[src/rtl/vdp_consts.svh]
//**************************************************************************
// sizing constants for the register access path
// the copper list depth must stay a power of two, the walker relies on it
//**************************************************************************

`ifndef VDP_CONSTS_SVH
`define VDP_CONSTS_SVH

// register file
`define VDP_REG_COUNT 32
`define VDP_ADDR_W 5
`define VDP_DATA_W 16

// raster line counter
`define VDP_LINE_W 9

// copper command list
`define VDP_COP_DEPTH 16
`define VDP_COP_IDX_W 4

`endif

[src/rtl/vdp_pkg.sv]
//**************************************************************************
// shared types of the register access path
// widths come from the constants header, the copper entry is 31 bits
//**************************************************************************

`include "vdp_consts.svh"

package vdp_pkg;

    // register address, one of 32
    typedef logic [`VDP_ADDR_W-1:0] reg_addr_t;

    // register value
    typedef logic [`VDP_DATA_W-1:0] reg_data_t;

    // raster line number
    typedef logic [`VDP_LINE_W-1:0] line_t;

    // one copper command
    // written once the raster reaches trigger_line, last ends the list
    typedef struct packed {
        line_t     trigger_line;
        reg_addr_t address;
        reg_data_t data;
        logic      last;
    } cop_entry_t;

endpackage

[src/rtl/vdp_reg_bus_if.sv]
//**************************************************************************
// register bus between host interface and register file
// one write port, one read port with combinational read data
//**************************************************************************

`timescale 1ns/1ps

interface vdp_reg_bus_if;

    logic               write_en;
    vdp_pkg::reg_addr_t write_address;
    vdp_pkg::reg_data_t write_data;
    vdp_pkg::reg_addr_t read_address;
    vdp_pkg::reg_data_t read_data;

    modport host_side (
        output write_en, write_address, write_data, read_address,
        input  read_data
    );

    modport reg_side (
        input  write_en, write_address, write_data, read_address,
        output read_data
    );

endinterface

[src/rtl/vdp_host_interface.sv]
//**************************************************************************
// merges CPU and copper writes onto the register bus, CPU has priority
// host strobes are levels, only the first cycle of a write level counts
// the top bit of host_address is ignored
//**************************************************************************

`timescale 1ns/1ps

`include "vdp_consts.svh"

module vdp_host_interface (
    input  logic                clk,
    input  logic                reset,

    // CPU side
    input  logic [`VDP_ADDR_W:0] host_address,
    input  logic                host_write_en,
    input  logic                host_read_en,
    input  vdp_pkg::reg_data_t  host_write_data,
    output logic                ready,
    output vdp_pkg::reg_data_t  host_read_data,

    // copper side
    input  logic                cop_write_en,
    input  vdp_pkg::reg_addr_t  cop_write_address,
    input  vdp_pkg::reg_data_t  cop_write_data,
    output logic                cop_accept,

    vdp_reg_bus_if.host_side    bus
);

    logic host_write_en_r;
    logic host_read_en_r;
    logic host_write_new;
    logic host_read_new;
    logic strobe_r;

    // write stage between arbitration and the bus
    logic               pend_valid;
    vdp_pkg::reg_addr_t pend_address;
    vdp_pkg::reg_data_t pend_data;

    vdp_pkg::reg_addr_t read_address_r;

    // rising edge of the strobe levels
    assign host_write_new = host_write_en && !host_write_en_r;
    assign host_read_new  = host_read_en && !host_read_en_r;

    // a new CPU write blocks the copper for this cycle, it keeps its request
    assign cop_accept = cop_write_en && !host_write_new;

    // reads are always free, data comes straight from the register file
    assign host_read_data = bus.read_data;

    always_ff @(posedge clk) begin
        if (reset) begin
            host_write_en_r <= 1'b0;
            host_read_en_r  <= 1'b0;
            strobe_r        <= 1'b0;
            ready           <= 1'b0;
            pend_valid      <= 1'b0;
            bus.write_en    <= 1'b0;
        end else begin
            host_write_en_r <= host_write_en;
            host_read_en_r  <= host_read_en;

            // ready one cycle after the strobe was registered
            strobe_r <= host_write_new || host_read_new;
            ready    <= strobe_r;

            pend_valid   <= host_write_new || cop_accept;
            bus.write_en <= pend_valid;
        end
    end

    // winning address and data, CPU first
    always_ff @(posedge clk) begin
        if (host_write_new) begin
            pend_address <= host_address[`VDP_ADDR_W-1:0];
            pend_data    <= host_write_data;
        end else if (cop_accept) begin
            pend_address <= cop_write_address;
            pend_data    <= cop_write_data;
        end

        bus.write_address <= pend_address;
        bus.write_data    <= pend_data;
    end

    // read address, second stage lines up with ready
    always_ff @(posedge clk) begin
        if (host_read_new) begin
            read_address_r <= host_address[`VDP_ADDR_W-1:0];
        end
        bus.read_address <= read_address_r;
    end

    // a new CPU write is never shared with the copper and reaches the bus two cycles on
    a_host_write_first: assert property (@(posedge clk) disable iff (reset)
        host_write_new |-> !cop_accept ##2
            (bus.write_en && bus.write_data == $past(host_write_data, 2)))
        else $error("host write lost or shared with copper");

    // every strobe gets its ready pulse
    a_ready_follows: assert property (@(posedge clk) disable iff (reset)
        (host_write_new || host_read_new) |-> ##2 ready)
        else $error("ready missing after host strobe");

endmodule

[src/rtl/vdp_copper.sv]
//**************************************************************************
// copper: raster-timed command list that issues register writes
// load the list only while cop_enable is low
// the walk stops after the last flag or after the final list entry
//**************************************************************************

`timescale 1ns/1ps

`include "vdp_consts.svh"

module vdp_copper (
    input  logic                     clk,
    input  logic                     reset,

    // raster and control
    input  logic                     cop_enable,
    input  logic                     frame_start,
    input  logic                     line_start,

    // list load port
    input  logic                     cop_load_en,
    input  logic [`VDP_COP_IDX_W-1:0] cop_load_index,
    input  vdp_pkg::cop_entry_t      cop_load_entry,

    // write request towards the host interface
    output logic                     cop_write_en,
    output vdp_pkg::reg_addr_t       cop_write_address,
    output vdp_pkg::reg_data_t       cop_write_data,
    input  logic                     cop_accept
);

    vdp_pkg::cop_entry_t cop_list [`VDP_COP_DEPTH];

    vdp_pkg::line_t               line_count;
    logic [`VDP_COP_IDX_W-1:0]    entry_ptr;
    logic                         running;
    vdp_pkg::cop_entry_t          cur_entry;
    logic                         entry_due;

    // command list memory
    always_ff @(posedge clk) begin
        if (cop_load_en) begin
            cop_list[cop_load_index] <= cop_load_entry;
        end
    end

    assign cur_entry = cop_list[entry_ptr];

    // raster reached the entry and no request is outstanding
    assign entry_due = running && cop_enable && !cop_write_en &&
                       (cur_entry.trigger_line <= line_count);

    // line counter, restarted each frame
    always_ff @(posedge clk) begin
        if (reset) begin
            line_count <= '0;
        end else if (frame_start) begin
            line_count <= '0;
        end else if (line_start) begin
            line_count <= line_count + 1'b1;
        end
    end

    // walker
    always_ff @(posedge clk) begin
        if (reset) begin
            running      <= 1'b0;
            entry_ptr    <= '0;
            cop_write_en <= 1'b0;
        end else if (frame_start) begin
            // an unaccepted request is dropped with the old frame
            running      <= cop_enable;
            entry_ptr    <= '0;
            cop_write_en <= 1'b0;
        end else if (cop_write_en) begin
            if (cop_accept) begin
                cop_write_en <= 1'b0;
                if (cur_entry.last || (&entry_ptr)) begin
                    running <= 1'b0;
                end else begin
                    entry_ptr <= entry_ptr + 1'b1;
                end
            end
        end else if (entry_due) begin
            cop_write_en <= 1'b1;
        end
    end

    // request payload, held while the request waits
    always_ff @(posedge clk) begin
        if (entry_due) begin
            cop_write_address <= cur_entry.address;
            cop_write_data    <= cur_entry.data;
        end
    end

    // the host interface may hold off the request, it must not change meanwhile
    a_request_held: assert property (@(posedge clk) disable iff (reset)
        (cop_write_en && !cop_accept && !frame_start) |=>
            (cop_write_en && $stable(cop_write_address) && $stable(cop_write_data)))
        else $error("copper request changed before accept");

endmodule

[src/rtl/vdp_register_file.sv]
//**************************************************************************
// 32 x 16-bit display registers
// one synchronous write port, one combinational read port
//**************************************************************************

`timescale 1ns/1ps

`include "vdp_consts.svh"

module vdp_register_file (
    input  logic            clk,
    input  logic            reset,

    vdp_reg_bus_if.reg_side bus
);

    vdp_pkg::reg_data_t regs [`VDP_REG_COUNT];

    // all registers start from 0 so the display comes up blank
    always_ff @(posedge clk) begin
        if (reset) begin
            for (int i = 0; i < `VDP_REG_COUNT; i++) begin
                regs[i] <= '0;
            end
        end else if (bus.write_en) begin
            regs[bus.write_address] <= bus.write_data;
        end
    end

    // read port, the address is already registered by the host interface
    assign bus.read_data = regs[bus.read_address];

endmodule

[src/rtl/vdp_register_top.sv]
//**************************************************************************
// register access path top: host interface, copper and register file
// line_start and frame_start come from an external raster generator
//**************************************************************************

`timescale 1ns/1ps

`include "vdp_consts.svh"

module vdp_register_top (
    input  logic                      clk,
    input  logic                      reset,

    // CPU bus
    input  logic [`VDP_ADDR_W:0]       host_address,
    input  logic                      host_write_en,
    input  vdp_pkg::reg_data_t        host_write_data,
    input  logic                      host_read_en,
    output logic                      ready,
    output vdp_pkg::reg_data_t        host_read_data,

    // copper control and raster
    input  logic                      cop_enable,
    input  logic                      frame_start,
    input  logic                      line_start,

    // copper list load
    input  logic                      cop_load_en,
    input  logic [`VDP_COP_IDX_W-1:0] cop_load_index,
    input  vdp_pkg::line_t            cop_load_line,
    input  vdp_pkg::reg_addr_t        cop_load_address,
    input  vdp_pkg::reg_data_t        cop_load_data,
    input  logic                      cop_load_last
);

    vdp_reg_bus_if reg_bus ();

    vdp_pkg::cop_entry_t cop_load_entry;

    logic               cop_write_en;
    vdp_pkg::reg_addr_t cop_write_address;
    vdp_pkg::reg_data_t cop_write_data;
    logic               cop_accept;

    assign cop_load_entry = '{
        trigger_line: cop_load_line,
        address:      cop_load_address,
        data:         cop_load_data,
        last:         cop_load_last
    };

    vdp_host_interface host_interface_i (
        .clk               (clk),
        .reset             (reset),
        .host_address      (host_address),
        .host_write_en     (host_write_en),
        .host_read_en      (host_read_en),
        .host_write_data   (host_write_data),
        .ready             (ready),
        .host_read_data    (host_read_data),
        .cop_write_en      (cop_write_en),
        .cop_write_address (cop_write_address),
        .cop_write_data    (cop_write_data),
        .cop_accept        (cop_accept),
        .bus               (reg_bus.host_side)
    );

    vdp_copper copper_i (
        .clk               (clk),
        .reset             (reset),
        .cop_enable        (cop_enable),
        .frame_start       (frame_start),
        .line_start        (line_start),
        .cop_load_en       (cop_load_en),
        .cop_load_index    (cop_load_index),
        .cop_load_entry    (cop_load_entry),
        .cop_write_en      (cop_write_en),
        .cop_write_address (cop_write_address),
        .cop_write_data    (cop_write_data),
        .cop_accept        (cop_accept)
    );

    vdp_register_file register_file_i (
        .clk   (clk),
        .reset (reset),
        .bus   (reg_bus.reg_side)
    );

endmodule

[config.mk]
export PLATFORM = sky130hd
export DESIGN_NAME = vdp_register_top
export DESIGN_NICKNAME = d
export VERILOG_FILES = /design/src/rtl/vdp_pkg.sv /design/src/rtl/vdp_reg_bus_if.sv /design/src/rtl/vdp_host_interface.sv /design/src/rtl/vdp_copper.sv /design/src/rtl/vdp_register_file.sv /design/src/rtl/vdp_register_top.sv
export VERILOG_INCLUDE_DIRS = /design/src /design/src/rtl
export SDC_FILE = /design/constraint.sdc
export NUM_CORES = 1
export LEC_CHECK = 0
export BUFFER_PORTS_ARGS = -buffer_cell sky130_fd_sc_hd__buf_2
export CAP_MARGIN = 15
export CORE_MARGIN = 3
export CORE_UTILIZATION = 60
export CTS_CLUSTER_SIZE = 24
export DETAILED_ROUTE_END_ITERATION = 16
export PLACE_DENSITY_LB_ADDON = 0.08
export SETUP_SLACK_MARGIN = 0.2
export SYNTH_ARGS = -nofsm -noshare
export SYNTH_HDL_FRONTEND = slang
export SYNTH_SLANG_ARGS = --single-unit
[constraint.sdc]
create_clock -name clk -period 11.3 [get_ports clk]
set_input_delay 3.39 -clock clk [delete_from_list [all_inputs] [get_ports clk]]
set_output_delay 3.39 -clock clk [all_outputs]
set_load 0.02 [all_outputs]
Yosys cells after proc, flatten, opt, wreduce, memory -nomap -nowiden --
Memory sizes are Yosys's and may differ from the RTL's. A register that Yosys moved wholly into a read port is not among the register bits. Index checks and enable logic that the tools add are counted.
Operators by class: add/sub/neg operators 2, order comparisons 1, muxes and demuxes 23, bitwise gates (word level) 1, reduce and logical (&&, ||, !) cells 22
Operators by type and width (number):
- two-way mux 16 bit | 3
- OR reduction 16 bit | 1
- two-way mux 1 bit | 15
- two-way mux 5 bit | 3
- adder 9 x 1 -> 9 bit (second input constant) | 1
- less-or-equal comparator 9 bit | 1
- two-way mux 4 bit | 2
- nonzero test 2 bit | 4
- logical AND 1 bit | 6
- AND reduction 3 bit | 2
- adder 4 x 1 -> 4 bit (second input constant) | 1
- logical NOT 1 bit | 4
- AND reduction 4 bit | 1
- logical OR 1 bit | 3
- OR reduction 2 bit | 1
- NOT 1 bit | 1
Word-level totals: flip-flop bits (word level) 89, memory bits (writable) 1008, bits of input ports 65, output and inout port bits 17, logic and storage cells 68, memories 2
Memory list:
- register_file_i.regs | depth 32, bits a word 16, rd ports 1, clocked after memory_dff 1, write ports 32, RTL line vdp_register_file.sv:17 | vdp_pkg::reg_data_t regs [`VDP_REG_COUNT];
- copper_i.cop_list | depth 16, bits a word 31, rd ports 1, clocked after memory_dff 1, write ports 1, RTL line vdp_copper.sv:32 | vdp_pkg::cop_entry_t cop_list [`VDP_COP_DEPTH];

Logic depth before layout (Yosys ltp) --
depth after elaboration 7, gate-level depth with buffers 11, mapped depth without buffers 9

By module --
From an unflattened synthesis, not the netlist that was laid out.
Unflattened totals: cells, all modules 2714, area total of the unflattened synthesis 46632.2 um^2
By module, submodules not included:
- vdp_register_file | times used 1, cells each 1757, area each 23966.7 um^2, sequential area each 15374.7 um^2
- vdp_copper | times used 1, cells each 847, area each 20719.9 um^2, sequential area each 15905.3 um^2
- vdp_host_interface | times used 1, cells each 110, area each 1945.6 um^2, sequential area each 1421.4 um^2

Least setup slack after synthesis --
No wires, ideal clock.
path kind in2reg, start in cop_load_index[3], end mem copper_i.cop_list[0][0] (netlist bit), enable pin, library setup time 0.458 ns, arrival time 6.041 ns, required time 10.842 ns, setup slack 4.801 ns, cell stages on the path 2, path buffers 0, cells stage by stage or3b_2 -> nor3_1
RTL lines:
- start: declaration | RTL line vdp_register_top.sv:29 | input logic [`VDP_COP_IDX_W-1:0] cop_load_index,
- end: declaration | RTL line vdp_copper.sv:32
Straight into the memory's write port.

==> impl_metrics.ini <==
[status]
run_status = completed

[floorplan]
dieHeight_um = 281
placementRows = 100
start_util_pct = 60.7
coreArea_um2 = 74600
floorplan.die.width_um = 281
ioPinCount = 82
design.die.area_um2 = 78800

[sta]
max_slew.worst_pin.slew_ns = 1.20
max_slew_margin_pct = 19.9
fin_max_slew_vios = 0
finalCriticalPeriod_ns = 7.61
timing_hold_violations_final = 0
period_share_pct = 67.4
setup_total_negative_slack_ns = 0
timing.fmax_mhz = 131
hold-worst-slack_ns = 0.337
grt_setup_unrepaired = false
skew_ns = 0.0169
finalWorstSetupSlack_ns = 3.69
report.final.setup_viol = 0

[synthesis]
synth_simple_gate_area_share_pct = 9.41
mean_post_synth_cell_area_um2 = 18.9
synth_top_area_share_pct = 69.9
synth.ff_latch_count = 1106
yosysTopAreaCell = edfxtp_1
synth-seq-area-share_pct = 72.2
synth-compound-area-share_pct = 0.326
synth-main-ff-cell = edfxtp_1
synth-edff-count = 1055
yosys.area_share.xor_xnor_pct = 0.116
synth_fp_nets = 2469
synth_top_family_by_area = multiplexers
netlist_instances = 2393
synth.area.mux_share_pct = 16.1
adder_and_majority_cell_fraction_of_the_synthesized_area_pct = 0.304
synth.lib_cells_used.distinct = 40
synthMostInstantiatedCell = edfxtp_1
synth_area_um2 = 45300
ys_top_cells_by_count = edfxtp_1 (1055), and2_1 (512), mux4_2 (312)
netlist_top_cells_area = edfxtp_1 (70%), mux4_2 (16%), and2_1 (7.1%)
async_reset_ff_share_pct = 0
ys_warn_count = 0

[global_routing]
first_pass_grt_wire_length_mm = 148
grt_max_degree = 92
globalRouteTotalUtil_pct = 26.1
overflow = 0
grt_antenna_before_repair = 9
grt_pass1_vias = 22800

[power]
total_leakage_power_nw = 17.2
power.density_nw_per_um2 = 170
ir_worst_vdd_mv = 0.140

[clock_tree]
cts.hold.buffers_added = 0
cts_tree = yes
cts_post_setup_buffers_inserted = 0
numCtsBuffers = 108
clock_slew_at_the_register_clock_pins_of_the_worst_setup_and_hold_paths_ns = 0.06
htree_num_levels = 3
cts.repair.resized = 0
clk_path_buf_depth = 3
root_buffer = clkbuf_16
clk-insertion-delay-late_ns = 0.65
clock_sinks = 1106

[placement]
postPlaceCellArea_um2 = 46900
placement.io_buffers = 80
dp_hpwl_mm = 55.4
place_worst_setup_slack_ns = 4.34
gpl.final_weighted_congestion = 0.798

[detailed_routing]
drt-vias-per-instance = 6.14
routedWlPerCell_um = 28.1
remaining_drc_errors = 0
postRouteWirelength_mm = 100
final_antenna_net_count = 0
drt_pre_antenna_iters = 5
detail_route.iter0.violations = 1938
via_count = 21800

[cells_and_area]
design.final.nets = 2567
layout.core_utilization_pct = 67.8
areaGrowthSynthToFinish_pct = 11.6
drive_gt1_share_pct = 27.1
final_design_area_no_fill_um2 = 50500

[run]
drv.max_cap_violation_count = 0

[worst_setup_path]
critical_path.max_fanout = 80
worstSetupEndpointType = output port
critical_path_required_ns = 7.91
crit_type = reg -> out
worst-endpoint-arrival_ns = 4.22
timing.critical_path.from_type = register

[min_path]
worstHoldPathType = reg -> reg
metrics by stage:
step                      instances  total power, mW
final                          3559             8.59
after global routing           3552             8.84
after CTS                      3549             8.65
after detailed placement       3347             5.11
after global placement         3347             5.10
after floorplan                2393             4.93
cells by family (layout without fill, tap and decap cells):
kind of cell	Yosys count	after routing
XOR/XNOR	6	6
AND/OR/NAND/NOR	734	734
flip-flops	1106	1106
multiplexers	336	336
other	0	7
AO/OA/AOI/OAI	23	23
adder cells (fa/ha/maj)	11	11
buffers and inverters	177	367
path summary, 6_finish.rpt:
check	start	to	slack, ns	depth (start not counted)
max	register	host_read_data[2]	3.69	5
min	host_interface_i.pend_data[7]$_DFFE_PP_	host_interface_i.bus.write_data[7]$_DFF_P_	0.34	0
max reg2reg	register	copper_i.cop_write_data[2]$_DFFE_PP_	6.54	9
min reg2reg	host_interface_i.pend_data[7]$_DFFE_PP_	host_interface_i.bus.write_data[7]$_DFF_P_	0.34	0
registers in the layout, summed over array words and instances, names as in the netlist, 9 cells and up, named ones only:
name,count
copper_i.line_count,9
copper_i.cop_list,496
register_file_i.regs,512
host_interface_i.bus.write_data,16
host_interface_i.pend_data,16
copper_i.cop_write_data,16
cells in the final DEF (no fill, tap or decap), drive strengths merged, types with 11 or more instances in the layout:
master,count
and2,512
buf,152
bufinv,12
clkbuf,137
clkinv,48
dfxtp,51
edfxtp,1055
ha,11
inv,15
mux2,17
mux4,312
nand2,77
nor2,59
or2,33
power breakdown:
| group | internal (mW) | total, mW | leakage [nW] | switching [mW] |
|---|---|---|---|---|
| clock network | 2.08 | 3.57 | 1.73 | 1.49 |
| registers | 4.60 | 4.65 | 10.6 | 0.0492 |
| logic | 0.140 | 0.375 | 4.81 | 0.235 |
worst max-delay path, cell delays in order (launching register included):
cell and delay (ns):
dfxtp_4 1.02, buf_12 0.47, mux4_2 0.69, mux4_2 0.53, mux2_2 0.32, buf_2 0.17
area by class of cell:
type	instances	area, um^2
fillers	4832	24000
repair buffers	152	986
flip-flops and latches	1106	32700
clock inverters	65	646
multi-input cells	1110	12000
well taps	969	1210
clock buffers	137	2890
inverters	13	48.8
diodes	7	17.5
layer usage:
layer / vias to the layer above / routed length, um / part of all wire (%) / track usage, %
met5: - / 41 / 0.041 / 0
met4: 6 / 2120 / 2.1 / 6.59
met3: 140 / 6810 / 6.8 / 3.97
met2: 737 / 52200 / 52 / 45.0
met1: 11500 / 38900 / 39 / 35.5
li1: 9481 / - / - / -
(Power assumes the default switching activity.)
